$ cat src/logic/coco_bus_pkg.sv
// color computer bus definitions
package coco_bus_pkg;

  localparam int ADDR_W   = 16;
  localparam int DATA_W   = 8;
  localparam int RAM_AW   = 15;  // 32 KB ram
  localparam int ROM_AW   = 14;  // 16 KB per rom image
  localparam int REGION_W = 3;

  typedef logic [ADDR_W-1:0]   addr_t;
  typedef logic [DATA_W-1:0]   data_t;
  typedef logic [ROM_AW-1:0]   rom_addr_t;
  typedef logic [RAM_AW-1:0]   ram_addr_t;
  typedef logic [REGION_W-1:0] region_t;

  // region codes
  localparam region_t RAM     = 3'd0;
  localparam region_t SYS_ROM = 3'd1;
  localparam region_t CART    = 3'd2;
  localparam region_t PIA0    = 3'd3;
  localparam region_t PIA1    = 3'd4;
  localparam region_t NONE    = 3'd5;  // old disk i/o space and above

  // last address of each window
  localparam addr_t RAM_END     = 16'h7FFF;
  localparam addr_t SYS_ROM_END = 16'hBFFF;
  localparam addr_t CART_END    = 16'hFEFF;
  localparam addr_t PIA0_END    = 16'hFF1F;
  localparam addr_t PIA1_END    = 16'hFF3F;

  localparam data_t UNMAPPED_DATA = 8'hFF;  // floating bus

  // download port image select
  localparam logic DL_SYS_ROM = 1'b0;
  localparam logic DL_CART    = 1'b1;

  // pia register offsets, mirrored through each window
  localparam logic [1:0] PIA_REG_DATA_A = 2'd0;
  localparam logic [1:0] PIA_REG_CTRL_A = 2'd1;
  localparam logic [1:0] PIA_REG_DATA_B = 2'd2;
  localparam logic [1:0] PIA_REG_CTRL_B = 2'd3;

  localparam int CTRL_DATA_SEL_BIT = 2;  // 0 = direction, 1 = data
  localparam int SND_BIT           = 1;  // pia1 port b single bit sound

endpackage

$ cat src/logic/bus_req_if.sv
// decoded bus request
`timescale 1ns/1ps

interface bus_req_if;
  import coco_bus_pkg::*;

  logic    valid;   // one cycle per transfer
  logic    write;
  region_t region;
  addr_t   offset;  // relative to region base
  data_t   wdata;

  modport src (
    output valid,
    output write,
    output region,
    output offset,
    output wdata
  );

  modport dst (
    input valid,
    input write,
    input region,
    input offset,
    input wdata
  );

endinterface

$ cat src/logic/addr_decode.sv
// apb setup capture and address decode
`timescale 1ns/1ps

module addr_decode (
  input  logic                clk,
  input  logic                reset_n,
  input  coco_bus_pkg::addr_t paddr,
  input  logic                psel,
  input  logic                penable,
  input  logic                pwrite,
  input  coco_bus_pkg::data_t pwdata,
  bus_req_if.src              req
);
  import coco_bus_pkg::*;

  logic    setup_phase;
  region_t region_d;
  addr_t   offset_d;

  assign setup_phase = psel & ~penable;

  // windows are contiguous, so each base is the previous end plus one
  always_comb
  begin
    if (paddr <= RAM_END)
    begin
      region_d = RAM;
      offset_d = paddr;
    end
    else if (paddr <= SYS_ROM_END)
    begin
      region_d = SYS_ROM;
      offset_d = paddr - (RAM_END + 16'd1);
    end
    else if (paddr <= CART_END)
    begin
      region_d = CART;
      offset_d = paddr - (SYS_ROM_END + 16'd1);
    end
    else if (paddr <= PIA0_END)
    begin
      region_d = PIA0;
      offset_d = paddr - (CART_END + 16'd1);
    end
    else if (paddr <= PIA1_END)
    begin
      region_d = PIA1;
      offset_d = paddr - (PIA0_END + 16'd1);
    end
    else
    begin
      region_d = NONE;  // nothing answers up here
      offset_d = paddr - (PIA1_END + 16'd1);
    end
  end

  always_ff @(posedge clk)
  begin
    if (!reset_n)
      req.valid <= 1'b0;
    else
      req.valid <= setup_phase;  // one pulse, penable follows
  end

  always_ff @(posedge clk)
  begin
    if (setup_phase)
    begin
      req.write  <= pwrite;
      req.region <= region_d;
      req.offset <= offset_d;
      req.wdata  <= pwdata;
    end
  end

endmodule

$ cat src/flat_wrapper.sv
// flat-port wrapper written by rule: the top's interface ports become plain ports
module addr_decode_flat import coco_bus_pkg::*;
  (clk, reset_n, paddr, psel, penable, pwrite, pwdata, req_valid, req_write, req_region, req_offset, req_wdata);
  bus_req_if req_i ();
  input  logic clk;
  input  logic reset_n;
  input  coco_bus_pkg::addr_t paddr;
  input  logic psel;
  input  logic penable;
  input  logic pwrite;
  input  coco_bus_pkg::data_t pwdata;
  output wire logic [$bits(req_i.valid)-1:0] req_valid;
  output wire logic [$bits(req_i.write)-1:0] req_write;
  output wire logic [$bits(req_i.region)-1:0] req_region;
  output wire logic [$bits(req_i.offset)-1:0] req_offset;
  output wire logic [$bits(req_i.wdata)-1:0] req_wdata;
  assign req_valid = req_i.valid;
  assign req_write = req_i.write;
  assign req_region = req_i.region;
  assign req_offset = req_i.offset;
  assign req_wdata = req_i.wdata;
  addr_decode u_core (.clk(clk), .reset_n(reset_n), .paddr(paddr), .psel(psel), .penable(penable), .pwrite(pwrite), .pwdata(pwdata), .req(req_i));
endmodule
$ cat config.mk
export PLATFORM = sky130hd
export DESIGN_NAME = addr_decode_flat
export DESIGN_NICKNAME = d
export VERILOG_FILES = /design/src/logic/coco_bus_pkg.sv /design/src/logic/bus_req_if.sv /design/src/logic/addr_decode.sv /design/src/flat_wrapper.sv
export SDC_FILE = /design/constraint.sdc
export NUM_CORES = 1
export LEC_CHECK = 0
export ABC_AREA = 0
export BUFFER_PORTS_ARGS = -buffer_cell sky130_fd_sc_hd__buf_4
export CAP_MARGIN = 30
export CORE_MARGIN = 10
export CORE_UTILIZATION = 49
export CTS_BUF_LIST = sky130_fd_sc_hd__clkbuf_2 sky130_fd_sc_hd__clkbuf_4 sky130_fd_sc_hd__clkbuf_8
export DETAILED_ROUTE_END_ITERATION = 8
export PLACE_DENSITY_LB_ADDON = 0.25
export SYNTH_ARGS = -nofsm -noshare
export SYNTH_HDL_FRONTEND = slang
export SYNTH_SLANG_ARGS = --single-unit
export TNS_END_PERCENT = 5
$ cat constraint.sdc
create_clock -name clk -period 2.9 [get_ports clk]
set_input_delay 0.58 -clock clk [delete_from_list [all_inputs] [get_ports clk]]
set_output_delay 0.58 -clock clk [all_outputs]
set_load 0.005 [all_outputs]
Word-level counts from Yosys, hierarchy flattened
Cells that the tools add are included.
Storage, ports and cells
  bits in registers: 29
  logic and storage cells: 30
Cells by class
  $add $sub $neg: 5
  $lt $le $gt $ge: 5
  multiplexer cells: 9
  bitwise logic cells: 2
  reduce and logical (&&, ||, !) cells: 2
Operators by type and width (number)
  $mux 16: 5
  $sub 16x16->16 const B: 5
  $le 16x16->1 const B: 4
  $le 16x15->1 const B: 1
  $mux 2: 2
  $reduce_or 4->1: 1
  $mux 1: 2
  $reduce_or 2->1: 1
  $and 1x1->1: 1
  $not 1->1: 1

Depth between registers and ports, before layout
  depth after elaboration: 6
  depth in mapped cells: 8
  depth with buffers taken out: 8

Worst setup path before layout
OpenSTA, ideal clock, no wires.
  path kind: input-to-reg
  from: in penable
  to: reg u_core.req.offset[0] (enable)
  setup time: 0.418 ns
  data arrival time: 1.876 ns
  setup slack: 0.606 ns
  stages: 1
  cell sequence: nor2b_1
On the way
  word-level cells in the longest chain between the ends: 2
RTL lines
  start: declaration: RTL line flat_wrapper.sv:9  | input logic penable;
  $not 1->1: RTL line addr_decode.sv:20  | assign setup_phase = psel & ~penable;
  $and 1x1->1: RTL line addr_decode.sv:20
  end signal: assignment: RTL line addr_decode.sv:71  | req.offset <= offset_d;
  end: declaration: RTL line bus_req_if.sv:17  | output offset,
Every way passes these cells.
A chain may end at the register's enable or synchronous reset.

Worst setup path in the final report
  from: in paddr[14]
  to: reg u_core.req.offset[9] (data pin)
On the way
  word-level cells in the longest chain between the ends: 6
  elaborated cells between the ends (all ways): 10
  classes of those cells: 5 x order compare; 5 x mux
RTL lines
  start: declaration: RTL line flat_wrapper.sv:7  | input coco_bus_pkg::addr_t paddr;
  $le 16x16->1: RTL line addr_decode.sv:45  | else if (paddr <= PIA1_END)
  $mux 16: RTL line addr_decode.sv:45
  $mux 16: RTL line addr_decode.sv:40  | else if (paddr <= PIA0_END)
  $mux 16: RTL line addr_decode.sv:35  | else if (paddr <= CART_END)
  $mux 16: RTL line addr_decode.sv:30  | else if (paddr <= SYS_ROM_END)
  $mux 16 (*): RTL line addr_decode.sv:25  | if (paddr <= RAM_END)
  net u_core.offset_d[9]: RTL line addr_decode.sv:18  | addr_t offset_d;
The timed path passes the listed nets; every way through them passes the cells marked *.

==> results.py <==
metrics = {
    "sta": {
        "final_worst_setup_slack_ps": 754,
        "slew_viol_final": 0,
        "setup-tns-final_ps": 0,
        "timing.final.crit_share_pct": 74.0,
        "final_period_minus_worst_setup_slack_ps": 2150,
        "tightest_slew_ps": 626,
        "rsz0062_at_grt": "false",
        "hold_viol": 0,
        "fmax_mhz": 466,
        "maxSlewHeadroom_pct": 57.9,
        "setup_viol_count_final": 0,
        "whs_ps": 437,
    },
    "final_layout": {
        "fin_cells": 203,
        "nets": 208,
        "layout_commonest_cell": "buf_4",
        "layout_common_cells": "buf_4, edfxtp_1, ha_1",
        "drive_gt1_share_pct": 43.6,
        "antenna_cell_count": 0,
        "area_delta_synth_final_pct": 36.5,
    },
    "synthesis": {
        "synth_nets": 144,
        "synth_warnings": 0,
        "synth-edff-count": 28,
        "synth.distinct_cells": 37,
        "syn-cell-area_um2": 1410,
        "synth_ff_type": "edfxtp_1",
        "sequential_fraction_of_the_synthesis_area_pct": 60.9,
        "postSynth.asyncResetShare_pct": 0,
        "postSynthAreaPerCell_um2": 13.2,
        "synth_cells": 107,
        "ys_ff_latch": 29,
    },
    "placed_design": {
        "placement.io_buffers": 57,
        "placer_congestion": 0.910,
        "dp_cells": 195,
        "hpwlAfterDp_um": 2900,
        "dpl_worst_slack_ps": 448,
    },
    "worst_setup_path": {
        "crit_fanout": 10,
        "timing.critical_path.from_type": "primary input",
        "crit_type": "in -> reg",
        "crit_path_from": "paddr[14]",
        "worstSetupEndpointType": "register",
        "critPathCapture": "u_core.req.offset[9]",
        "required_ps": 3040,
        "cp_data_arrival_time_ps": 2290,
    },
    "clocking": {
        "cts-root-to-sink-buffers": 2,
        "cts_num_sinks": 29,
        "numCtsBuffers": 5,
        "tritoncts": "yes",
        "post_cts_resized": 0,
        "cts.root.buffer_cell": "clkbuf_4",
        "post_cts_buffers": 0,
        "clk_pin_slew_ps": 80,
        "ctsHoldBuffers": 0,
        "number_of_h_tree_levels": 2,
    },
    "die": {
        "fp.dieArea_um2": 5430,
        "coreArea_um2": 2760,
        "die_width_um": 73.7,
        "floorplan.initialDensity_pct": 51.3,
        "placementRows": 19,
        "dieHeight_um": 73.7,
        "ioPinCount": 58,
    },
    "drt": {
        "route.detailed.drc": 0,
        "final_antenna_net_count": 0,
        "dr.pass1.iters": 4,
        "vias": 1164,
        "drt_iter0_drc": 54,
        "route.final.wire_length_um": 3500,
        "drt-wirelength-per-cell_um": 17.3,
        "vias_per_cell": 5.73,
    },
    "pwr": {
        "p_leak_nw": 0.793,
        "final_total_power_mw": 0.839,
        "vdd.ir_drop.worst_uv": 382,
        "power-per-cell-area_nw_per_um2": 435,
    },
    "status": {
        "outcome": "completed",
    },
    "grt": {
        "grt_pass1_vias": 1117,
        "globalRoute.totalOverflow": 0,
        "grt_usage_pct": 12.5,
        "antenna_found_initial": 0,
        "grt_start_max_net_pins": 30,
        "grt_first_pass_wirelength_um": 5270,
    },
    "flow_run": {
        "drv_cap": 0,
    },
    "worst_hold_path": {
        "min_path_type": "in -> reg",
    },
}
==> how the worst min path moves through the flow <==
stage,depth (start not counted),end,start,slack [ps]
floorplan,0,u_core.req.offset[0],paddr[0],680
global placement,1,u_core.req.wdata[7],pwdata[7],760
detailed placement,1,u_core.req.wdata[3],pwdata[3],760
CTS,1,u_core.req.wdata[4],pwdata[4],420
global route,1,u_core.req.wdata[3],pwdata[3],430
finish,1,u_core.req.wdata[4],pwdata[4],440
==> metrics by stage <==
stage	area [um^2]	utilization, %
CTS	1930	70.0
floorplan	1410	-
global route	1930	70.0
global placement	1880	68.1
detailed placement	1880	68.1
finish	1930	70.0
==> power by group <==
| part | switching (mW) | total, mW | internal (mW) |
|---|---|---|---|
| Sequential | 0.00710 | 0.496 | 0.489 |
| Clock | 0.126 | 0.213 | 0.0872 |
| Combinational | 0.0577 | 0.129 | 0.0713 |
| Total | 0.191 | 0.839 | 0.648 |
==> critical path, stage by stage <==
cell	delay, ps
buf_4	100
ha_1	230
nand2_1	100
or2_1	350
o311ai_2	390
a41oi_1	220
o31ai_1	300
==> cells by family after synthesis <==
family / share of synthesized area [%]
AOI/OAI and AO/OA: 11.2
xor gates and xnor gates: 1.24
adders and majority gates: 7.08
buffers and inverters: 2.66
DFF: 60.9
and+or+nand+nor: 17.0
==> final cells by class <==
| cell class | instances | area, um^2 |
|---|---|---|
| multi-input cells | 70 | 518 |
| well taps | 31 | 38.8 |
| repair buffers | 58 | 435 |
| clock buffers | 5 | 37.5 |
| clock inverters | 3 | 12.5 |
| fillers | 206 | 828 |
| flip-flops and latches | 29 | 861 |
| inverters | 7 | 26.3 |
==> registers in the layout, summed over array words and instances, names as in the netlist <==
register / count
u_core.req.offset: 16
u_core.req.valid: 1
u_core.req.write: 1
u_core.req.wdata: 8
u_core.req.region: 3
==> cells in the mapped netlist (all sizes together), types with 2 or more instances <==
master / n / area [um^2]
o21ai: 3 / 15.0
nor4: 2 / 12.5
nor3: 6 / 30.0
a21boi: 2 / 15.0
xnor2: 2 / 17.5
a211o: 2 / 18.8
and2: 5 / 33.8
inv: 7 / 26.3
ha: 8 / 100
or2: 2 / 12.5
or3: 2 / 17.5
edfxtp: 28 / 841
and3: 3 / 20.0
nor2: 4 / 15.0
nand4: 4 / 37.5
a21oi: 2 / 10.0
nand2: 6 / 22.5
o31ai: 2 / 15.0
nand3: 5 / 25.0
==> layer usage <==
layer | vias up | share of wire, % | track usage, %
li1 | 546 | - | -
met1 | 554 | 38 | 13.0
met2 | 54 | 50 | 21.1
met3 | 10 | 8.6 | 5.11
met4 | 0 | 2.5 | 6.00
met5 | - | 0 | 0
Note: power is estimated with default switching activity, not from simulation.
