### src/logic/coco_bus_pkg.sv
// color computer bus definitions
package coco_bus_pkg;

  localparam int ADDR_W   = 16;
  localparam int DATA_W   = 8;
  localparam int RAM_AW   = 15;  // 32 KB ram
  localparam int ROM_AW   = 14;  // 16 KB per rom image
  localparam int REGION_W = 3;

  typedef logic [ADDR_W-1:0]   addr_t;
  typedef logic [DATA_W-1:0]   data_t;
  typedef logic [ROM_AW-1:0]   rom_addr_t;
  typedef logic [RAM_AW-1:0]   ram_addr_t;
  typedef logic [REGION_W-1:0] region_t;

  // region codes
  localparam region_t RAM     = 3'd0;
  localparam region_t SYS_ROM = 3'd1;
  localparam region_t CART    = 3'd2;
  localparam region_t PIA0    = 3'd3;
  localparam region_t PIA1    = 3'd4;
  localparam region_t NONE    = 3'd5;  // old disk i/o space and above

  // last address of each window
  localparam addr_t RAM_END     = 16'h7FFF;
  localparam addr_t SYS_ROM_END = 16'hBFFF;
  localparam addr_t CART_END    = 16'hFEFF;
  localparam addr_t PIA0_END    = 16'hFF1F;
  localparam addr_t PIA1_END    = 16'hFF3F;

  localparam data_t UNMAPPED_DATA = 8'hFF;  // floating bus

  // download port image select
  localparam logic DL_SYS_ROM = 1'b0;
  localparam logic DL_CART    = 1'b1;

  // pia register offsets, mirrored through each window
  localparam logic [1:0] PIA_REG_DATA_A = 2'd0;
  localparam logic [1:0] PIA_REG_CTRL_A = 2'd1;
  localparam logic [1:0] PIA_REG_DATA_B = 2'd2;
  localparam logic [1:0] PIA_REG_CTRL_B = 2'd3;

  localparam int CTRL_DATA_SEL_BIT = 2;  // 0 = direction, 1 = data
  localparam int SND_BIT           = 1;  // pia1 port b single bit sound

endpackage

### src/logic/bus_req_if.sv
// decoded bus request
`timescale 1ns/1ps

interface bus_req_if;
  import coco_bus_pkg::*;

  logic    valid;   // one cycle per transfer
  logic    write;
  region_t region;
  addr_t   offset;  // relative to region base
  data_t   wdata;

  modport src (
    output valid,
    output write,
    output region,
    output offset,
    output wdata
  );

  modport dst (
    input valid,
    input write,
    input region,
    input offset,
    input wdata
  );

endinterface

### src/logic/pia_regs.sv
// simplified pia register file
`timescale 1ns/1ps

module pia_regs (
  input  logic                  clk,
  input  logic                  reset_n,
  bus_req_if.dst                req,
  input  coco_bus_pkg::region_t sel,
  input  coco_bus_pkg::data_t   porta_in,
  output coco_bus_pkg::data_t   portb_out,
  output coco_bus_pkg::data_t   rdata
);
  import coco_bus_pkg::*;

  data_t      ddr_a;
  data_t      ctrl_a;
  data_t      ddr_b;
  data_t      data_b;
  data_t      ctrl_b;
  data_t      portb_pins;
  data_t      rdata_d;
  logic       hit;
  logic       wr_en;
  logic [1:0] reg_sel;

  assign hit     = req.valid && (req.region == sel);
  assign wr_en   = hit && req.write;
  assign reg_sel = req.offset[1:0];  // registers mirror every 4 bytes

  assign portb_out  = data_b & ddr_b;  // inputs read as 0 on the pins
  assign portb_pins = portb_out;

  always_ff @(posedge clk)
  begin
    if (!reset_n)
    begin
      ddr_a  <= '0;
      ctrl_a <= '0;
      ddr_b  <= '0;
      data_b <= '0;
      ctrl_b <= '0;
    end
    else if (wr_en)
    begin
      case (reg_sel)
        PIA_REG_DATA_A: if (!ctrl_a[CTRL_DATA_SEL_BIT]) ddr_a <= req.wdata;  // port a is input only
        PIA_REG_CTRL_A: ctrl_a <= req.wdata;
        PIA_REG_DATA_B:
          if (ctrl_b[CTRL_DATA_SEL_BIT])
            data_b <= req.wdata;
          else
            ddr_b <= req.wdata;
        PIA_REG_CTRL_B: ctrl_b <= req.wdata;
        default: ;
      endcase
    end
  end

  always_comb
  begin
    case (reg_sel)
      PIA_REG_DATA_A: rdata_d = ctrl_a[CTRL_DATA_SEL_BIT] ? porta_in : ddr_a;
      PIA_REG_CTRL_A: rdata_d = ctrl_a;
      PIA_REG_DATA_B:
        rdata_d = ctrl_b[CTRL_DATA_SEL_BIT] ?
                  ((data_b & ddr_b) | (portb_pins & ~ddr_b)) : ddr_b;
      default:        rdata_d = ctrl_b;
    endcase
  end

  always_ff @(posedge clk)
  begin
    if (hit && !req.write)
      rdata <= rdata_d;
  end

endmodule

### src/flat_wrapper.sv
// flat-port wrapper written by rule: the top's interface ports become plain ports
module pia_regs_flat import coco_bus_pkg::*;
  (clk, reset_n, sel, porta_in, portb_out, rdata, req_valid, req_write, req_region, req_offset, req_wdata);
  bus_req_if req_i ();
  input  logic clk;
  input  logic reset_n;
  input  coco_bus_pkg::region_t sel;
  input  coco_bus_pkg::data_t porta_in;
  output coco_bus_pkg::data_t portb_out;
  output coco_bus_pkg::data_t rdata;
  input wire logic [$bits(req_i.valid)-1:0] req_valid;
  input wire logic [$bits(req_i.write)-1:0] req_write;
  input wire logic [$bits(req_i.region)-1:0] req_region;
  input wire logic [$bits(req_i.offset)-1:0] req_offset;
  input wire logic [$bits(req_i.wdata)-1:0] req_wdata;
  assign req_i.valid = req_valid;
  assign req_i.write = req_write;
  assign req_i.region = req_region;
  assign req_i.offset = req_offset;
  assign req_i.wdata = req_wdata;
  pia_regs u_core (.clk(clk), .reset_n(reset_n), .req(req_i), .sel(sel), .porta_in(porta_in), .portb_out(portb_out), .rdata(rdata));
endmodule
### config.mk
export PLATFORM = sky130hd
export DESIGN_NAME = pia_regs_flat
export DESIGN_NICKNAME = d
export VERILOG_FILES = /design/src/logic/coco_bus_pkg.sv /design/src/logic/bus_req_if.sv /design/src/logic/pia_regs.sv /design/src/flat_wrapper.sv
export SDC_FILE = /design/constraint.sdc
export NUM_CORES = 1
export LEC_CHECK = 0
export BUFFER_PORTS_ARGS = -buffer_cell sky130_fd_sc_hd__buf_2
export CORE_MARGIN = 8
export CORE_UTILIZATION = 40
export DETAILED_ROUTE_END_ITERATION = 12
export GPL_ROUTABILITY_DRIVEN = 0
export GPL_TIMING_DRIVEN = 0
export PLACE_DENSITY = 0.73
export SKIP_CTS_REPAIR_TIMING = 1
export SLEW_MARGIN = 20
export SYNTH_ARGS = -nofsm -noshare
export SYNTH_HDL_FRONTEND = slang
export SYNTH_SLANG_ARGS = --single-unit
### constraint.sdc
create_clock -name clk -period 2.4 [get_ports clk]
set_input_delay 0.12 -clock clk [delete_from_list [all_inputs] [get_ports clk]]
set_output_delay 0.12 -clock clk [all_outputs]
set_load 0.01 [all_outputs]
# Word level (Yosys, flattened, before mapping)
# Cells that the tools add are included.
[word_totals]
word_cells = 29
rom_bits = 0
ram_bits = 0
in_bits = 42
mem_count = 0
output_inout_bits = 16
latchBits = 0
regBits = 48
[classes]
addsub = 0
reduce_logical = 10
n_mul = 0
div = 0
bitwise = 6
n_eq_ne = 4
muxes = 3
magnitude_cmp = 0
shift = 0
[op_table]
columns = ["operator", "count"]
rows = [
  ["8-bit one-hot mux with 3 select lines", 1],
  ["8-bit AND", 2],
  ["8-bit two-way mux", 2],
  ["3-bit AND reduction", 3],
  ["8-bit inverter", 1],
  ["8-bit bitwise OR", 1],
  ["2-bit == test, second input constant", 2],
  ["2-bit AND reduction", 2],
  ["3-bit == test", 1],
  ["1-bit logical AND", 3],
  ["2-bit by 1-bit == test with 1-bit output, second input constant", 1],
  ["2-bit logical NOT", 1],
  ["1-bit inverter", 2],
  ["1-bit logical NOT", 1],
]

# Logic depth before layout (Yosys ltp)
# Gate-level depths: netlist (run 1).
[depth]
ltp_word = 5
ltp_mapped = 5
mapped_depth_nobuf = 4

# Worst setup path after synthesis (run 1)
# Ideal clock, no wire load.
[synth_path]
path_type = "reg-to-reg"
start = "register u_core.ctrl_a[2]"
end = "register u_core.rdata[0] (data pin)"
n_path_buf = 1
arrival_time_ns = 1.399
synth_period_minus_slack_ns = 1.671
setup_time_ns = 0.272
required_ns = 2.128
path_stages_with_launch = 4
path_slack_ns = 0.729
cell_sequence = "dfxtp_1 clkbuf_1 mux2_2 mux4_2"
[synth_between]
elab_chain_len = 2
[synth_rtl]
columns = ["item", "line", "source"]
rows = [
  ["from (decl)", "pia_regs.sv:16", "data_t ctrl_a;"],
  ["from (signal assigned)", "pia_regs.sv:47", "PIA_REG_CTRL_A: ctrl_a <= req.wdata;"],
  ["8-bit two-way mux", "pia_regs.sv:62", "PIA_REG_DATA_A: rdata_d = ctrl_a[CTRL_DATA_SEL_BIT] ? porta_in : ddr_a;"],
  ["8-bit one-hot mux with 3 select lines", "pia_regs.sv:61", "case (reg_sel)"],
  ["via u_core.rdata_d[0]", "pia_regs.sv:21", "data_t rdata_d;"],
  ["to (signal assigned)", "pia_regs.sv:74", "rdata <= rdata_d;"],
  ["to (decl)", "pia_regs.sv:11", "output coco_bus_pkg::data_t rdata"],
]
# The timed path passes the listed nets, and every way through them passes these cells.
# A chain may end at the register's enable or synchronous reset.

# Worst setup path after layout (run 1)
[layout_path]
start = "register u_core.ctrl_a[2]"
end = "register u_core.rdata[5] (data pin)"
# The elaborated chain is that of the path after synthesis.

==> metrics, run 1 <==
Leak 1.09 nW; worst r2r dst u_core.rdata[5]$_DFFE_PP_; maximum fanout along the worst path 10; r2r startpoint u_core.ctrl_a[2]$_SDFFE_PN0P_; Logic pwr share 0.065; status finished, final reports clean; # H-tree levels 2; core area 0.00547 mm^2; Tot Pwr 1.55 mW; Hold WC Path Type in2reg; syn avg cell area 11.0 um^2; Critical Path AT 1.99 ns; Setup Skew 0.00552 ns; drt wl/cell 15.9 um; die area 0.00832 mm^2; violation count after the first detailed-route iteration 58; largest net degree at the start of global routing 15; first drt pass iteration count 4; Port-buffer cells 42; Post-DP Area 0.00256 mm^2; Cell Area, Synth 0.00226 mm^2; I/O pin cnt 58; initial antenna violation count 0; DPL Wire Length 3730 um; CP Launch Type flop; GR Overflow Total 0; area leader, netlist dfxtp_1; min-delay src req_wdata[4]; Worst Tran Pin Value 0.920 ns; Post-DRT Antenna Nets 0; Final Core Density 0.492; count of cell types in the netlist 25; DRC viols 0; vias per cell 4.96; CTS Sinks 48; cell count after synthesis 206; worst vdd rail ir drop 0.285 mV; share of the synthesized area in the top cell type 0.354; CP endpoint kind flop; sw frac 0.210; multi-input logic area 0.00114 mm^2; FILL cells 534; worst hold endpoint u_core.ctrl_b[4]$_SDFFE_PN0P_; Pint 1.23 mW; largest cells by area after synthesis dfxtp_1 (35%), mux2i_1 (18%), edfxtp_1 (11%); maxcap violations 0; commonest non-fill, non-tap cells in the layout buf_2 (43), mux2i_1 (40), dfxtp_1 (40), nand2_1 (34), nor2b_1 (19); wirelength, routed 5220 um; Hold Slack 0.103 ns; Fin Setup TNS 0 ns; Slew Viols, Final 0; Starting Density 0.414; Max-slew headroom 0.385; Clk Latency, worst-skew pair 0.30 ns; share of cells above drive strength 1 0.273; FF+latch area 0.00104 mm^2; synth warn 0; reg2reg path depth 3; Seq pwr share 0.529; Fmax 515 MHz; register bit total from synthesis 48; number of core rows 27; clock power share 0.406; Final nets 297; Psw 325 uW; register clock-pin slew on the reported worst setup and hold paths 0.08 ns; RSZ-0062 raised after global routing no; WS Path Type reg2reg; DIE WIDTH 91.2 um; Min Clock Period, post-route 1.94 ns; Root Buffer Master clkbuf_8; Syn Nets 248; DR vias 1627; GRT Overall Usage 0.125; area added between synthesis and finish 18.9%; CP Launch Point u_core.ctrl_a[2]$_SDFFE_PN0P_; global-route wire length before repair 8120 um; endpoints failing setup 0; CTS buffer count 5; data required time of the worst path 2.44 ns; most common cell after layout, fill and taps aside buf_2; Final Hold Fails 0; vias in the first global route 1662; Finished Cell Area 0.00269 mm^2; CTS tree built; power per cell area 577 mW/mm^2; final worst-path cycle share 0.810; FF-to-FF setup slack 0.46 ns; # diodes 0; post-synthesis sequential area ratio 0.460; Hold Path Cell Cnt 3; clock buffer depth 2; Die Ht 91.2 um
[state kept, by name, summed over array words and instances (netlist names)]
register,cells
u_core.ctrl_a,8
u_core.ctrl_b,8
u_core.data_b,8
u_core.ddr_a,8
u_core.ddr_b,8
u_core.rdata,8
[Yosys cell counts]
cell,number
mux2i_1,40
mux2_2,7
nand2_1,34
nor2_1,1
o31ai_1,1
dfxtp_1,40
and4_1,1
nand3_2,1
nor4_4,2
o31a_1,1
nor4b_2,1
clkbuf_1,7
xor2_1,3
inv_1,9
edfxtp_1,8
o21ai_0,2
buf_1,2
and2_1,8
mux4_2,7
buf_4,1
nand4b_1,2
nand4_1,1
buf_2,1
nor2b_1,19
a21boi_0,7
[cell type report]
class                           instances  area share
Buffer                                 11      0.0172
Clock buffer                            7      0.0358
Clock inverter                          1      0.0112
Inverter                                9      0.0126
Multi-Input combinational cell        138       0.425
Sequential cell                        48       0.387
Tap cell                               72      0.0335
Timing Repair Buffer                   42      0.0781
[worst max-delay path by stage]
| stage | endpoint | slack (ns) | cells after the start |
|---|---|---|---|
| 2_1_floorplan | u_core.rdata[0]$_DFFE_PP_ | 0.73 | 3 |
| 3_3_place_gp | u_core.rdata[5]$_DFFE_PP_ | 0.33 | 4 |
| 3_5_place_dp | u_core.rdata[5]$_DFFE_PP_ | 0.31 | 4 |
| 4_1_cts | u_core.rdata[5]$_DFFE_PP_ | 0.44 | 3 |
| 5_1_grt | u_core.rdata[5]$_DFFE_PP_ | 0.39 | 3 |
| 6_report | u_core.rdata[5]$_DFFE_PP_ | 0.46 | 3 |
[power by group through the flow]
| stage | Clock, mW | Combinational (mW) | Sequential [mW] |
|---|---|---|---|
| after global routing | 0.681 | 0.109 | 0.821 |
| after detailed placement | 0 | 0.102 | 0.839 |
| after CTS | 0.650 | 0.102 | 0.820 |
| final | 0.630 | 0.101 | 0.820 |
| after global placement | 0 | 0.101 | 0.839 |
| after floorplan | 0 | 0.0567 | 0.839 |
[per-layer routing]
metal,GRT usage,vias to the layer above,share of wire
met5,0,-,0
met4,0.0450,0,0.019
met3,0.0428,9,0.048
met2,0.221,38,0.50
met1,0.134,776,0.44
li1,-,804,-
[cell families (layout without fill, tap and decap cells)]
group           after synthesis  after routing  synth area share
mux                          54             54             0.281
buf+inv                      20             70            0.0354
simple gates                 70             70             0.177
xor+xnor                      3              3            0.0116
flops                        48             48             0.460
compound gates               11             11            0.0348
[worst max-delay path, stage by stage (launching register included)]
cell and delay, ns:
dfxtp_1 0.34, clkbuf_1 0.49, mux2_2 0.40, mux4_2 0.46
[per-stage QoR]
step / setup WS [ns] / std cells
6_report: 0.457 / 328
5_1_grt: 0.393 / 328
4_1_cts: 0.438 / 328
3_5_place_dp: 0.309 / 320
3_3_place_gp: 0.335 / 320
2_1_floorplan: 0.729 / 206
Note: power is estimated with default switching activity, not from simulation.
==> run 2: changes to the inputs <==
ABC_AREA = 1   (was not set)
PLACE_DENSITY = 0.75   (was 0.73)
clock period = 1.7 ns   (was 2.4 ns; I/O delays follow)
==> run 2 against run 1 <==
Compared with the run above:
- area after synthesis grew 6.3%
- combinational power grew 81%
- critical path depth grew 5
- sequential power grew 41%
- hold slack lost 0.092 ns
- fmax grew 32%
- register-to-register slack lost 0.23 ns
- count of clock-buffer cells in the layout shrank 2
- sequential cell count is the same
- final cell count grew 40%
- setup slack lost 0.23 ns
- clock power grew 79%
==> metrics, run 2 <==
Slew Viols, Final 0; most common cell after layout, fill and taps aside nand2_1; register clock-pin slew on the reported worst setup and hold paths 0.09 ns; worst vdd rail ir drop 0.412 mV; CP cell instances buf_4 -> inv_1 -> nand2_2 -> nor2_8 -> buf_8 -> nand2_1 -> nand2_1 -> nor2_1; setup slack after layout 0.223 ns; area leader, netlist dfxtp_1; global-route met3 utilization 0.0473; endpoints failing setup 0; DPL Wire Length 4410 um; Fmax 677 MHz; clock power share 0.456; # diodes 0; CP endpoint kind flop; cell count after synthesis 335; Min Clock Period, post-route 1.48 ns; synth warn 0; worst r2r dst u_core.ddr_a[5]$_SDFFE_PN0P_; die area 0.00875 mm^2; Leak 1.42 nW; CTS tree built; Final nets 426; largest net degree at the start of global routing 16; min-delay src req_wdata[3]; sw frac 0.210; global-route wire length before repair 9690 um; Psw 521 uW; Critical Path AT 1.69 ns; share of the synthesized area in the top cell type 0.333; Synth Area in Simple Gates 0.391; share of cells above drive strength 1 0.192; post-synthesis sequential area ratio 0.433; cell class contributing the biggest share of worst-path delay buffers and inverters; initial antenna violation count 0; Pint 1.96 mW; Die Ht 93.6 um; Hold WC Path Type in2reg; most numerous cell in the Yosys netlist nand2_1; DR vias 2148; data required time of the worst path 1.91 ns; CTS Sinks 48; # H-tree levels 2; Fin Setup TNS 0 ns; Hold Slack 0.0110 ns; drt wl/cell 12.7 um; Seq pwr share 0.470; CP Launch Type flop; Synth Area in Adders 0; crit-path max cell delay 0.30 ns; grt peak-use layer met2; Post-synth EDFFs 8; WS Path Type reg2reg; GR Overflow Total 0; largest family of logic cells by synthesized area simple AND/OR/NAND/NOR gates; cell repeated most along the worst path nand2_1; GRT Overall Usage 0.142; core area 0.00585 mm^2; RSZ-0062 raised after global routing no; DRC viols 0; Starting Density 0.411; post-synthesis compound-gate area fraction 0.0775; wirelength, routed 5830 um; count of cell types in the netlist 29; Clk Latency, worst-skew pair 0.31 ns; syn avg cell area 7.18 um^2; Primary FF master, synth dfxtp_1; DIE WIDTH 93.6 um; power per cell area 862 mW/mm^2; Post-DP Area 0.00271 mm^2; Tot Pwr 2.48 mW; violation count after the first detailed-route iteration 109; vias in the first global route 2023; worst hold endpoint u_core.data_b[3]$_SDFFE_PN0P_; GR Util met2 0.231; I/O pin cnt 58; Post-Place Setup Slack 0.0407 ns; r2r startpoint u_core.ctrl_a[2]$_SDFFE_PN0P_; largest cells by area after synthesis dfxtp_1 (33%), nand2_1 (17%), nor2_1 (14%); area added between synthesis and finish 19.4%; clock buffer depth 2; Post-synth ARST share 0; final worst-path cycle share 0.869; reg2reg path depth 8; WP buf/inv 3; Post-DRT Antenna Nets 0; register bit total from synthesis 48; maximum fanout along the worst path 10; Port-buffer cells 42; maxcap violations 0; number of core rows 28; slowest stage cell, crit path dfxtp_1; CTS buffer count 5; post-synthesis mux area share 0; vias per cell 4.67; Worst Tran Pin Value 0.588 ns; FF-to-FF setup slack 0.22 ns; Root Buffer Master clkbuf_8; Logic pwr share 0.074; Post-synth top cells nand2_1 (111), nor2_1 (88), dfxtp_1 (40), inv_1 (32), o21ai_0 (9); Final Hold Fails 0; status finished, final reports clean; Max-slew headroom 0.606; Hold Path Cell Cnt 3; commonest non-fill, non-tap cells in the layout nand2_1 (111), nor2_1 (88), buf_2 (43), dfxtp_1 (40), inv_1 (32); Finished Cell Area 0.00287 mm^2; met1 Use GR 0.169; Cell Area, Synth 0.00241 mm^2; CP Launch Point u_core.ctrl_a[2]$_SDFFE_PN0P_; Setup Skew 0.00524 ns; Synth Area in XOR/XNOR 0; first drt pass iteration count 4; Syn Nets 377
-- run 2: layer usage --
| metal | wire (um) | up-vias |
|---|---|---|
| li1 | - | 1124 |
| met1 | 2530 | 957 |
| met2 | 2720 | 59 |
| met3 | 476 | 8 |
| met4 | 101 | 0 |
| met5 | 0 | - |
-- run 2: kinds of logic (layout without fill, tap and decap cells) --
kind of cell | Yosys count | after routing
flops | 48 | 48
compound gates | 27 | 27
buf+inv | 48 | 98
simple gates | 212 | 212
-- run 2: final cells by class --
type / instances / area, um^2
buffer: 11 / 98.8
multi-input combinational: 239 / 1130
clock buffer: 5 / 68.8
inverter: 37 / 139
fill: 581 / 2980
tap: 75 / 93.8
sequential: 48 / 1040
clock inverter: 3 / 90.1
timing repair buffer: 42 / 210
-- run 2: worst max path at each step --
stage	end	slack, ns	cells after the start
2_1_floorplan	u_core.rdata[0]$_DFFE_PP_	0.36	4
3_3_place_gp	u_core.rdata[1]$_DFFE_PP_	0.09	5
3_5_place_dp	u_core.rdata[4]$_DFFE_PP_	0.04	5
4_1_cts	u_core.ddr_a[6]$_SDFFE_PN0P_	0.23	8
5_1_grt	u_core.ddr_a[5]$_SDFFE_PN0P_	0.09	8
6_report	u_core.ddr_a[5]$_SDFFE_PN0P_	0.22	8
-- run 2: through the flow --
stage           util  instances
6_report       0.491        460
5_1_grt        0.491        460
4_1_cts        0.490        460
3_5_place_dp   0.463        452
3_3_place_gp   0.463        452
2_1_floorplan      -        335
-- run 2: worst min-delay path, cell delays in order --
cell    delay, ns
buf_2        0.09
nor2_1       0.04
nor2_1       0.08
-- run 2: power groups by stage --
| stage | clock, mW | combinational [mW] | sequential [mW] |
|---|---|---|---|
| floorplan | 0 | 0.112 | 1.19 |
| global route | 1.20 | 0.205 | 1.17 |
| detailed placement | 0 | 0.182 | 1.19 |
| finish | 1.13 | 0.183 | 1.16 |
| CTS | 1.14 | 0.183 | 1.16 |
| global placement | 0 | 0.179 | 1.19 |
