[src/logic/coco_bus_pkg.sv]
// color computer bus definitions
package coco_bus_pkg;

  localparam int ADDR_W   = 16;
  localparam int DATA_W   = 8;
  localparam int RAM_AW   = 15;  // 32 KB ram
  localparam int ROM_AW   = 14;  // 16 KB per rom image
  localparam int REGION_W = 3;

  typedef logic [ADDR_W-1:0]   addr_t;
  typedef logic [DATA_W-1:0]   data_t;
  typedef logic [ROM_AW-1:0]   rom_addr_t;
  typedef logic [RAM_AW-1:0]   ram_addr_t;
  typedef logic [REGION_W-1:0] region_t;

  // region codes
  localparam region_t RAM     = 3'd0;
  localparam region_t SYS_ROM = 3'd1;
  localparam region_t CART    = 3'd2;
  localparam region_t PIA0    = 3'd3;
  localparam region_t PIA1    = 3'd4;
  localparam region_t NONE    = 3'd5;  // old disk i/o space and above

  // last address of each window
  localparam addr_t RAM_END     = 16'h7FFF;
  localparam addr_t SYS_ROM_END = 16'hBFFF;
  localparam addr_t CART_END    = 16'hFEFF;
  localparam addr_t PIA0_END    = 16'hFF1F;
  localparam addr_t PIA1_END    = 16'hFF3F;

  localparam data_t UNMAPPED_DATA = 8'hFF;  // floating bus

  // download port image select
  localparam logic DL_SYS_ROM = 1'b0;
  localparam logic DL_CART    = 1'b1;

  // pia register offsets, mirrored through each window
  localparam logic [1:0] PIA_REG_DATA_A = 2'd0;
  localparam logic [1:0] PIA_REG_CTRL_A = 2'd1;
  localparam logic [1:0] PIA_REG_DATA_B = 2'd2;
  localparam logic [1:0] PIA_REG_CTRL_B = 2'd3;

  localparam int CTRL_DATA_SEL_BIT = 2;  // 0 = direction, 1 = data
  localparam int SND_BIT           = 1;  // pia1 port b single bit sound

endpackage

[src/logic/bus_req_if.sv]
// decoded bus request
`timescale 1ns/1ps

interface bus_req_if;
  import coco_bus_pkg::*;

  logic    valid;   // one cycle per transfer
  logic    write;
  region_t region;
  addr_t   offset;  // relative to region base
  data_t   wdata;

  modport src (
    output valid,
    output write,
    output region,
    output offset,
    output wdata
  );

  modport dst (
    input valid,
    input write,
    input region,
    input offset,
    input wdata
  );

endinterface

[src/logic/read_return.sv]
// read data select and apb completion
`timescale 1ns/1ps

module read_return (
  bus_req_if.dst              req,
  input  coco_bus_pkg::data_t mem_rdata,
  input  coco_bus_pkg::data_t pia0_rdata,
  input  coco_bus_pkg::data_t pia1_rdata,
  output coco_bus_pkg::data_t prdata,
  output logic                pready
);
  import coco_bus_pkg::*;

  // stage 2 valid marks the second access cycle
  assign pready = req.valid;

  always_comb
  begin
    if (req.write)
      prdata = UNMAPPED_DATA;
    else
    begin
      case (req.region)
        RAM,
        SYS_ROM,
        CART:    prdata = mem_rdata;
        PIA0:    prdata = pia0_rdata;
        PIA1:    prdata = pia1_rdata;
        default: prdata = UNMAPPED_DATA;  // above ff3f
      endcase
    end
  end

endmodule

[src/flat_wrapper.sv]
// flat-port wrapper written by rule: the top's interface ports become plain ports
module read_return_flat import coco_bus_pkg::*;
  (mem_rdata, pia0_rdata, pia1_rdata, prdata, pready, req_valid, req_write, req_region, req_offset, req_wdata);
  bus_req_if req_i ();
  input  coco_bus_pkg::data_t mem_rdata;
  input  coco_bus_pkg::data_t pia0_rdata;
  input  coco_bus_pkg::data_t pia1_rdata;
  output coco_bus_pkg::data_t prdata;
  output logic pready;
  input wire logic [$bits(req_i.valid)-1:0] req_valid;
  input wire logic [$bits(req_i.write)-1:0] req_write;
  input wire logic [$bits(req_i.region)-1:0] req_region;
  input wire logic [$bits(req_i.offset)-1:0] req_offset;
  input wire logic [$bits(req_i.wdata)-1:0] req_wdata;
  assign req_i.valid = req_valid;
  assign req_i.write = req_write;
  assign req_i.region = req_region;
  assign req_i.offset = req_offset;
  assign req_i.wdata = req_wdata;
  read_return u_core (.req(req_i), .mem_rdata(mem_rdata), .pia0_rdata(pia0_rdata), .pia1_rdata(pia1_rdata), .prdata(prdata), .pready(pready));
endmodule
[config.mk]
export PLATFORM = sky130hd
export DESIGN_NAME = read_return_flat
export DESIGN_NICKNAME = d
export VERILOG_FILES = /design/src/logic/coco_bus_pkg.sv /design/src/logic/bus_req_if.sv /design/src/logic/read_return.sv /design/src/flat_wrapper.sv
export SDC_FILE = /design/constraint.sdc
export NUM_CORES = 1
export LEC_CHECK = 0
export BUFFER_PORTS_ARGS = -buffer_cell sky130_fd_sc_hd__buf_2
export CAP_MARGIN = 5
export CORE_AREA = 2 2 39 41
export DETAILED_ROUTE_END_ITERATION = 10
export DIE_AREA = 0 0 41 43
export PLACE_DENSITY = 0.71
export SLEW_MARGIN = 0
export SYNTH_ARGS = -nofsm -noshare
export SYNTH_HDL_FRONTEND = slang
export SYNTH_SLANG_ARGS = --single-unit
[constraint.sdc]
create_clock -name vclk -period 3.8
set_clock_uncertainty 0.1 [all_clocks]
set_input_delay 0.76 -clock vclk [all_inputs]
set_output_delay 0.76 -clock vclk [all_outputs]
set_load 0.03 [all_outputs]
# [After elaboration in Yosys (flattened, before gate mapping)]
# Index checks and enable logic that the tools add are counted.
[classes] n_mux=2 reduce_logical=2 n_eq_ne=4
[op_table] operator="case mux 8 bit (3 select lines)" count=1
[op_table] operator="two-way mux 8 bit" count=1
[op_table] operator="== test 3 x 2 -> 1 bit, second input constant" count=2
[op_table] operator="== test 3 x 1 -> 1 bit, second input constant" count=1
[op_table] operator="== test 3 bit, second input constant" count=1
[op_table] operator="zero test 3 bit" count=1
[op_table] operator="OR reduction 3 bit" count=1
[totals] regBits=0 inputBits=53 output_inout_bits=9

# [Depth between registers and ports, before layout]
# Gate-level depths: netlist of the first run.
[logic_depth] word_depth=4 depth_mapped=5 ltp_nobuf=3

# [Worst setup path after synthesis of the first run]
# Ideal clock, no wire load.
[synth_timing] path_kind="input to output" from="input port req_region[2]" to="output port prdata[5]" stages=5 required_ns=2.940 setup_slack_ns=1.253 path_buffers=2 t_arrival_ns=1.687 cell_sequence="buf_6 nor3b_4 buf_6 a221oi_2 o21ai_1"
[synth_between] elab_chain_cells=4
[synth_lines] item="start: declaration" line_no="flat_wrapper.sv:12" text="input wire logic [$bits(req_i.region)-1:0] req_region;"
[synth_lines] item="== test 3 x 1 -> 1 bit, or another cell as far along" line_no="read_return.sv:23" text="case (req.region)"
[synth_lines] item="OR reduction 3 bit" line_no="read_return.sv:23"
[synth_lines] item="case mux 8 bit (3 select lines) (*)" line_no="read_return.sv:23"
[synth_lines] item="two-way mux 8 bit (*)" line_no="read_return.sv:19" text="if (req.write)"
[synth_lines] item="end: declaration" line_no="flat_wrapper.sv:8" text="output coco_bus_pkg::data_t prdata;"
# Every way passes the cells marked *; elsewhere a longest branch is shown, timed or not.

# [Final worst setup path of the first run]
[layout_timing] from="input port req_region[2]" to="output port prdata[3]"
# The elaborated chain is that of the path after synthesis.

==> flow_summary.yaml, run 1 <==
route:
  wire_per_inst_microns: 11.6
  drt_pre_antenna_iters: 4
  drt_first_iter_violations: 7
  route.detailed.drc: 0
  finalWirelength_microns: 918
  route.vias.total: 400
  ant_nets: 0
  detail_route.vias_per_cell: 5.06
grt:
  globalRouteTotalUtil_pct: 10.1
  number_of_antenna_violations_at_the_first_check_in_global_routing: 0
  grt_overflow: 0
  grt_max_degree: 17
  grt_pass1_wl_microns: 1310
  grt_pass1_vias: 330
logic_synthesis:
  synthDominantAreaCellType: "sky130_fd_sc_hd__a221oi_1"
  synthDistinctLibCells: 10
  netlist_area_sq_um: 240
  synth-simple-area-share_pct: 13.0
  synth_area_leaders: "sky130_fd_sc_hd__a221oi_1 22%, sky130_fd_sc_hd__a21oi_1 17%, sky130_fd_sc_hd__o21ai_1 17%, sky130_fd_sc_hd__buf_6 14%, sky130_fd_sc_hd__a221oi_2 13%"
  syn-mean-instance-area_sq_um: 7.51
  synth.mux.area_fraction_pct: 0
  synth_xor_area_share_pct: 0
  synthDominantCellAreaShare_pct: 21.9
  synth_fa_ha_area_share_pct: 0
  synth_compound_area_share_pct: 67.7
  mappedNetlistNets: 85
  ys_seq_area_share_pct: 0
  yosys_warns: 0
  postSynthCellCount: 32
  largest_family_of_logic_cells_by_synthesized_area: "compound AO/OA/AOI/OAI gates"
pwr:
  power.static_leakage_nw: 0.188
  powerDensity_nw_per_um2: 129
  max-vdd-ir-drop_mv: 0.0378
sta:
  setup_tns_ns: 0
  fin_crit_sh_pct: 77.5
  final_critical_path_setup_slack_ns: 0.855
  rsz0062_at_grt: "false"
  max-slew-margin-rel_pct: 57.0
  clock.fmax_ghz: 0.340
  tightestPinTransition_ns: 0.645
  finalWorstPathRequiredPeriod_ns: 2.94
  hold_violations: 0
  final-setup-viol-count: 0
  drv_slew: 0
worst_hold_path:
  whs_path_depth: 0
  hold_path_startpoint: "req_valid"
  hp-class: "in2out"
finish:
  flow.area_growth_from_synthesis_pct: 64.1
  finish.net_count: 118
  layout.filler_cells: 148
  layout.clock_buffers: 0
  seq_cell_count: 0
  post_route_cells_drive_above_1_share_pct: 61.9
  sequential_cell_area_sq_um: 0
  antenna-diode-count: 0
worst_setup_path:
  critical-path-max-stage-delay_ns: 0.60
  critical_path.max_fanout: 16
  crit_family: "simple AND/OR/NAND/NOR gates"
  critPathArrivalTime_ns: 2.08
  crit_path_frequent_cell: "sky130_fd_sc_hd__buf_2"
  critical_path.n_buffers_inverters: 2
  cp.required_ns: 2.94
  critical_path_class: "in2out"
  critical_path_startpoint: "req_region[2]"
  worst_path_max_delay_cell: "sky130_fd_sc_hd__nor3b_4"
  crit_path_cell_trace: "buf_2 -> nor3b_4 -> a221oi_1 -> o21ai_1 -> buf_2"
  critical_path_cell_count: 5
  critPathCaptureType: "output port"
  startpoint_type: "input port"
flow_run:
  maxCapViolations: 0
floorplanning:
  rows: 14
  core_sq_um: 1380
  die_x_microns: 41
  chipHeight_microns: 43
  die-area_sq_um: 1760
  top_level_pins: 62
  initial_utilization_pct: 17.4
cts:
  post_cts_repair_resize_count: 0
  post_cts_buffers: 0
  postCtsHoldBufs: 0
placement:
  dpl_worst_slack_ns: 0.847
  routabilityCongestion: 0.646
  buffer_ports.inserted: 36
  hpwl_microns: 734
run_status:
  run_status: "finished clean"
-- cell type report --
class | instances | area (sq um) | area share, %
multi-input combinational | 27 | 194 | 49.2
timing repair buffer | 36 | 180 | 45.7
tap | 16 | 20.0 | 5.08
-- placed cells by master, fill, tap and decap left out --
| cell type | count |
|---|---|
| sky130_fd_sc_hd__buf_2 | 36 |
| sky130_fd_sc_hd__a21oi_1 | 8 |
| sky130_fd_sc_hd__o21ai_1 | 8 |
| sky130_fd_sc_hd__a221oi_1 | 6 |
| sky130_fd_sc_hd__a221oi_2 | 2 |
| sky130_fd_sc_hd__nor3b_4 | 1 |
| sky130_fd_sc_hd__nand2_1 | 1 |
| sky130_fd_sc_hd__and3b_1 | 1 |
-- metrics by stage --
stage | hold WS, ns | power (mW) | std cells | cell area [sq um] | utilization (%)
6_report | 1.42 | 0.0510 | 79 | 394 | 28.5
5_1_grt | 1.42 | 0.0563 | 79 | 394 | 28.5
4_1_cts | 1.42 | 0.0516 | 79 | 394 | 28.5
3_5_place_dp | 1.42 | 0.0514 | 79 | 394 | 28.5
3_3_place_gp | 1.42 | 0.0504 | 79 | 394 | 28.5
2_1_floorplan | 1.55 | 0.0330 | 32 | 240 | -
-- logic make-up (layout without fill, tap and decap cells) --
group,after synthesis,after routing
AOI/OAI and AO/OA,24,24
and+or+nand+nor,3,3
buffers and inverters,5,36
-- where the power goes --
part	switching, mW	internal, mW
combinational	0.0295	0.0215
clock	0	0
sequential	0	0
-- Yosys cell counts --
cell type	instances
sky130_fd_sc_hd__and3b_1	1
sky130_fd_sc_hd__a221oi_2	2
sky130_fd_sc_hd__a221oi_1	6
sky130_fd_sc_hd__buf_4	1
sky130_fd_sc_hd__buf_6	3
sky130_fd_sc_hd__o21ai_1	8
sky130_fd_sc_hd__nor3b_4	1
sky130_fd_sc_hd__clkbuf_2	1
sky130_fd_sc_hd__nand2_1	1
sky130_fd_sc_hd__a21oi_1	8
-- final timing paths --
path / end
worst max-delay path: prdata[3]
worst min-delay path: pready
-- per-layer routing --
metal / vias up / global-route usage [%] / routed length, microns
met1: 171 / 13.3 / 387
met4: 0 / 0.667 / 2
met3: 2 / 0.524 / 118
met5: - / 0 / 0
met2: 31 / 17.8 / 408
li1: 196 / - / -
(Power assumes the default switching activity.)
==> run 2, diff against run 1 <==
--- a/config.mk
+++ b/config.mk
@@ -10,7 +10,7 @@
 export CORE_AREA = 2 2 39 41
 export DETAILED_ROUTE_END_ITERATION = 10
 export DIE_AREA = 0 0 41 43
-export PLACE_DENSITY = 0.71
+export PLACE_DENSITY = 0.73
 export SLEW_MARGIN = 0
 export SYNTH_ARGS = -nofsm -noshare
 export SYNTH_HDL_FRONTEND = slang
==> constraint.sdc (replaced) <==
create_clock -name vclk -period 2.53
set_clock_uncertainty 0.1 [all_clocks]
set_input_delay 0.506 -clock vclk [all_inputs]
set_output_delay 0.506 -clock vclk [all_outputs]
set_load 0.03 [all_outputs]
==> flow_summary.yaml, run 2 (same netlist as run 1, synthesis figures left out) <==
run_status:
  run_status: "finished clean"
grt:
  number_of_antenna_violations_at_the_first_check_in_global_routing: 0
  grt_pass1_vias: 351
  grt_overflow: 0
  globalRouteTotalUtil_pct: 11.3
  grt_pass1_wl_microns: 1470
  grt_max_degree: 17
finish:
  final_cell_mix: "36 x sky130_fd_sc_hd__buf_2, 8 x sky130_fd_sc_hd__a21oi_1, 8 x sky130_fd_sc_hd__o21ai_1"
  layout.clock_buffers: 0
  post_route_cells_drive_above_1_share_pct: 62.5
  commonest_non_fill_non_tap_cell_in_the_layout: "sky130_fd_sc_hd__buf_2"
  seq_cell_count: 0
  layout.filler_cells: 160
  multi_input_combinational_cell_area_sq_um: 194
  antenna-diode-count: 0
  layoutNonFillerInstCount: 80
  sequential_cell_area_sq_um: 0
  finish.net_count: 119
  flow.area_growth_from_synthesis_pct: 67.2
worst_hold_path:
  hold_path_startpoint: "req_valid"
  whs_path_depth: 0
  hp-class: "in2out"
  hold_end: "pready"
cts:
  post_cts_buffers: 0
  postCtsHoldBufs: 0
  post_cts_repair_resize_count: 0
route:
  finalWirelength_microns: 914
  drt_first_iter_violations: 0
  route.vias.total: 390
  detail_route.vias_per_cell: 4.88
  wire_per_inst_microns: 11.4
  ant_nets: 0
  drt_pre_antenna_iters: 1
  route.detailed.drc: 0
sta:
  finalWorstPathRequiredPeriod_ns: 2.19
  max-slew-margin-rel_pct: 77.6
  tightestPinTransition_ns: 0.335
  setup_tns_ns: 0
  final-setup-viol-count: 0
  clock.fmax_ghz: 0.457
  drv_slew: 0
  hold_violations: 0
  rsz0062_at_grt: "false"
  fin_crit_sh_pct: 86.6
floorplanning:
  rows: 14
  top_level_pins: 62
  initial_utilization_pct: 17.4
  die-area_sq_um: 1760
  die_x_microns: 41
  chipHeight_microns: 43
  core_sq_um: 1380
placement:
  placed_cells: 80
  buffer_ports.inserted: 36
  routabilityCongestion: 0.660
worst_setup_path:
  startpoint_type: "input port"
  critPathArrivalTime_ns: 1.58
  critical_path_class: "in2out"
  cp.required_ns: 1.92
  critical_path.max_fanout: 16
  critPathCaptureType: "output port"
pwr:
  totalPowerFinal_mw: 0.0772
  powerDensity_nw_per_um2: 192
  power.static_leakage_nw: 0.193
  max-vdd-ir-drop_mv: 0.0701
flow_run:
  maxCapViolations: 0
[run 2: how the worst max path moves through the flow]
stage                             start         to  slack (ns)  cells past startpoint
after floorplan           req_region[2]  prdata[5]        0.49                      5
after global placement    req_region[2]  prdata[4]        0.35                      6
after detailed placement  req_region[2]  prdata[0]        0.34                      6
after CTS                 req_region[2]  prdata[0]        0.33                      6
after global routing      req_region[2]  prdata[1]        0.23                      6
final                     req_region[2]  prdata[0]        0.34                      6
[run 2: critical path: stages]
cell and delay [ns]:
sky130_fd_sc_hd__buf_2 0.16, sky130_fd_sc_hd__nor3b_4 0.16, sky130_fd_sc_hd__buf_4 0.19, sky130_fd_sc_hd__a221oi_1 0.28
sky130_fd_sc_hd__o21ai_1 0.10, sky130_fd_sc_hd__buf_2 0.19
[run 2: area by class of cell]
class	count	share of cell area [%]
Multi-Input combinational cell	27	48.3
Tap cell	16	4.98
Timing Repair Buffer	37	46.7
[run 2: through the flow]
step	cell area, sq um	hold WS (ns)	setup slack, ns	util [%]
floorplan	240	1.04	0.491	-
global placement	402	0.912	0.352	29.0
detailed placement	402	0.912	0.343	29.0
CTS	402	0.912	0.335	29.0
global route	402	0.912	0.227	29.0
finish	402	0.912	0.339	29.0
[run 2: layer usage]
| metal | GRT usage [%] | wire length, microns | vias up |
|---|---|---|---|
| met5 | 0 | 0 | - |
| met4 | 0 | 0 | 0 |
| met3 | 0 | 100 | 0 |
| met2 | 19.1 | 411 | 24 |
| met1 | 16.5 | 402 | 169 |
| li1 | - | - | 197 |
[run 2: where the power goes]
| group | leakage, nW | switching [mW] | total, mW | internal [mW] |
|---|---|---|---|---|
| Clock | 0 | 0 | 0 | 0 |
| Sequential | 0 | 0 | 0 | 0 |
| Combinational | 0.193 | 0.0441 | 0.0772 | 0.0331 |
==> run 3, diff against run 2 <==
--- a/config.mk
+++ b/config.mk
@@ -10,6 +10,7 @@
 export CORE_AREA = 2 2 39 41
 export DETAILED_ROUTE_END_ITERATION = 10
 export DIE_AREA = 0 0 41 43
+export MAX_ROUTING_LAYER = met4
 export PLACE_DENSITY = 0.73
 export SLEW_MARGIN = 0
 export SYNTH_ARGS = -nofsm -noshare
==> flow_summary.yaml, run 3 (same netlist as run 1, synthesis figures left out) <==
finish:
  antenna-diode-count: 0
  finish.net_count: 119
  sequential_cell_area_sq_um: 0
  flow.area_growth_from_synthesis_pct: 67.2
  final_cell_mix: "36 x sky130_fd_sc_hd__buf_2, 8 x sky130_fd_sc_hd__a21oi_1, 8 x sky130_fd_sc_hd__o21ai_1"
  seq_cell_count: 0
  commonest_non_fill_non_tap_cell_in_the_layout: "sky130_fd_sc_hd__buf_2"
  layoutNonFillerInstCount: 80
  post_route_cells_drive_above_1_share_pct: 62.5
  layout.filler_cells: 160
  multi_input_combinational_cell_area_sq_um: 194
  layout.clock_buffers: 0
sta:
  fin_hold_ws_ns: 0.912
  final_critical_path_setup_slack_ns: 0.339
  finalWorstPathRequiredPeriod_ns: 2.19
  rsz0062_at_grt: "false"
  final-setup-viol-count: 0
  max-slew-margin-rel_pct: 77.6
  setup_tns_ns: 0
  fin_crit_sh_pct: 86.6
  drv_slew: 0
  clock.fmax_ghz: 0.457
  tightestPinTransition_ns: 0.335
  hold_violations: 0
floorplanning:
  die_x_microns: 41
  rows: 14
  core_sq_um: 1380
  chipHeight_microns: 43
  die-area_sq_um: 1760
  top_level_pins: 62
  initial_utilization_pct: 17.4
pwr:
  internal-power_mw: 0.0331
  share_clk_of_total_power_pct: 0
  switching_power_of_the_nets_mw: 0.0441
  power_switching_share_pct: 57.2
  max-vdd-ir-drop_mv: 0.0701
  powerDensity_nw_per_um2: 192
  seq_power_share_pct: 0
  comb_power_share_pct: 100.0
  power.static_leakage_nw: 0.193
cts:
  post_cts_buffers: 0
  postCtsHoldBufs: 0
  post_cts_repair_resize_count: 0
grt:
  number_of_antenna_violations_at_the_first_check_in_global_routing: 0
  globalRouteTotalUtil_pct: 11.6
  grt_pass1_wl_microns: 1470
  grt_pass1_vias: 349
  grt_overflow: 0
  grt_max_degree: 17
route:
  route.vias.total: 390
  finalWirelength_microns: 914
  ant_nets: 0
  drt_first_iter_violations: 1
  wire_per_inst_microns: 11.4
  detail_route.vias_per_cell: 4.88
  route.detailed.drc: 0
  drt_pre_antenna_iters: 2
worst_hold_path:
  hp-class: "in2out"
placement:
  placed_cells: 80
  dpl_worst_slack_ns: 0.343
  routabilityCongestion: 0.666
  buffer_ports.inserted: 36
worst_setup_path:
  critical_path_class: "in2out"
  critPathArrivalTime_ns: 1.58
  cp.required_ns: 1.92
  critical_path.max_fanout: 16
  critPathCaptureType: "output port"
  startpoint_type: "input port"
flow_run:
  maxCapViolations: 0
run_status:
  run_status: "finished clean"
run 3: cell counts in the layout (fill, tap and decap cells not counted):
No cell type changed its count.
run 3: final cells by class:
cell class	instances	share of cell area [%]
multi-input combinational	27	48.3
timing repair buffer	37	46.7
tap	16	4.98
run 3: path summary, 6_finish.rpt:
check / startpoint / end / slack [ns] / cells after the start
worst min-delay path: req_valid / pready / 0.91 / 0
worst max-delay path: req_region[2] / prdata[0] / 0.34 / 6
run 3: worst max-delay path, stage by stage:
cell	delay, ns
sky130_fd_sc_hd__buf_2	0.16
sky130_fd_sc_hd__nor3b_4	0.16
sky130_fd_sc_hd__buf_4	0.19
sky130_fd_sc_hd__a221oi_1	0.28
sky130_fd_sc_hd__o21ai_1	0.10
sky130_fd_sc_hd__buf_2	0.19
run 3: stage by stage:
stage          utilization [%]  instance area [sq um]  power [mW]
5_1_grt                   29.0                    402      0.0851
3_3_place_gp              29.0                    402      0.0766
6_report                  29.0                    402      0.0772
3_5_place_dp              29.0                    402      0.0780
4_1_cts                   29.0                    402      0.0783
2_1_floorplan                -                    240      0.0496
run 3: power by group through the flow:
stage | clock (mW) | sequential (mW) | combinational [mW]
floorplan | 0 | 0 | 0.0496
global placement | 0 | 0 | 0.0766
detailed placement | 0 | 0 | 0.0780
CTS | 0 | 0 | 0.0783
global route | 0 | 0 | 0.0851
finish | 0 | 0 | 0.0772
run 3: layer usage:
metal  share of wire, %  vias up  global-route usage (%)
met5                  0        -                       -
met2                 45       24                    19.1
met4                  0        0                       0
met1                 44      169                    16.5
li1                   -      197                       -
met3                 11        0                       0
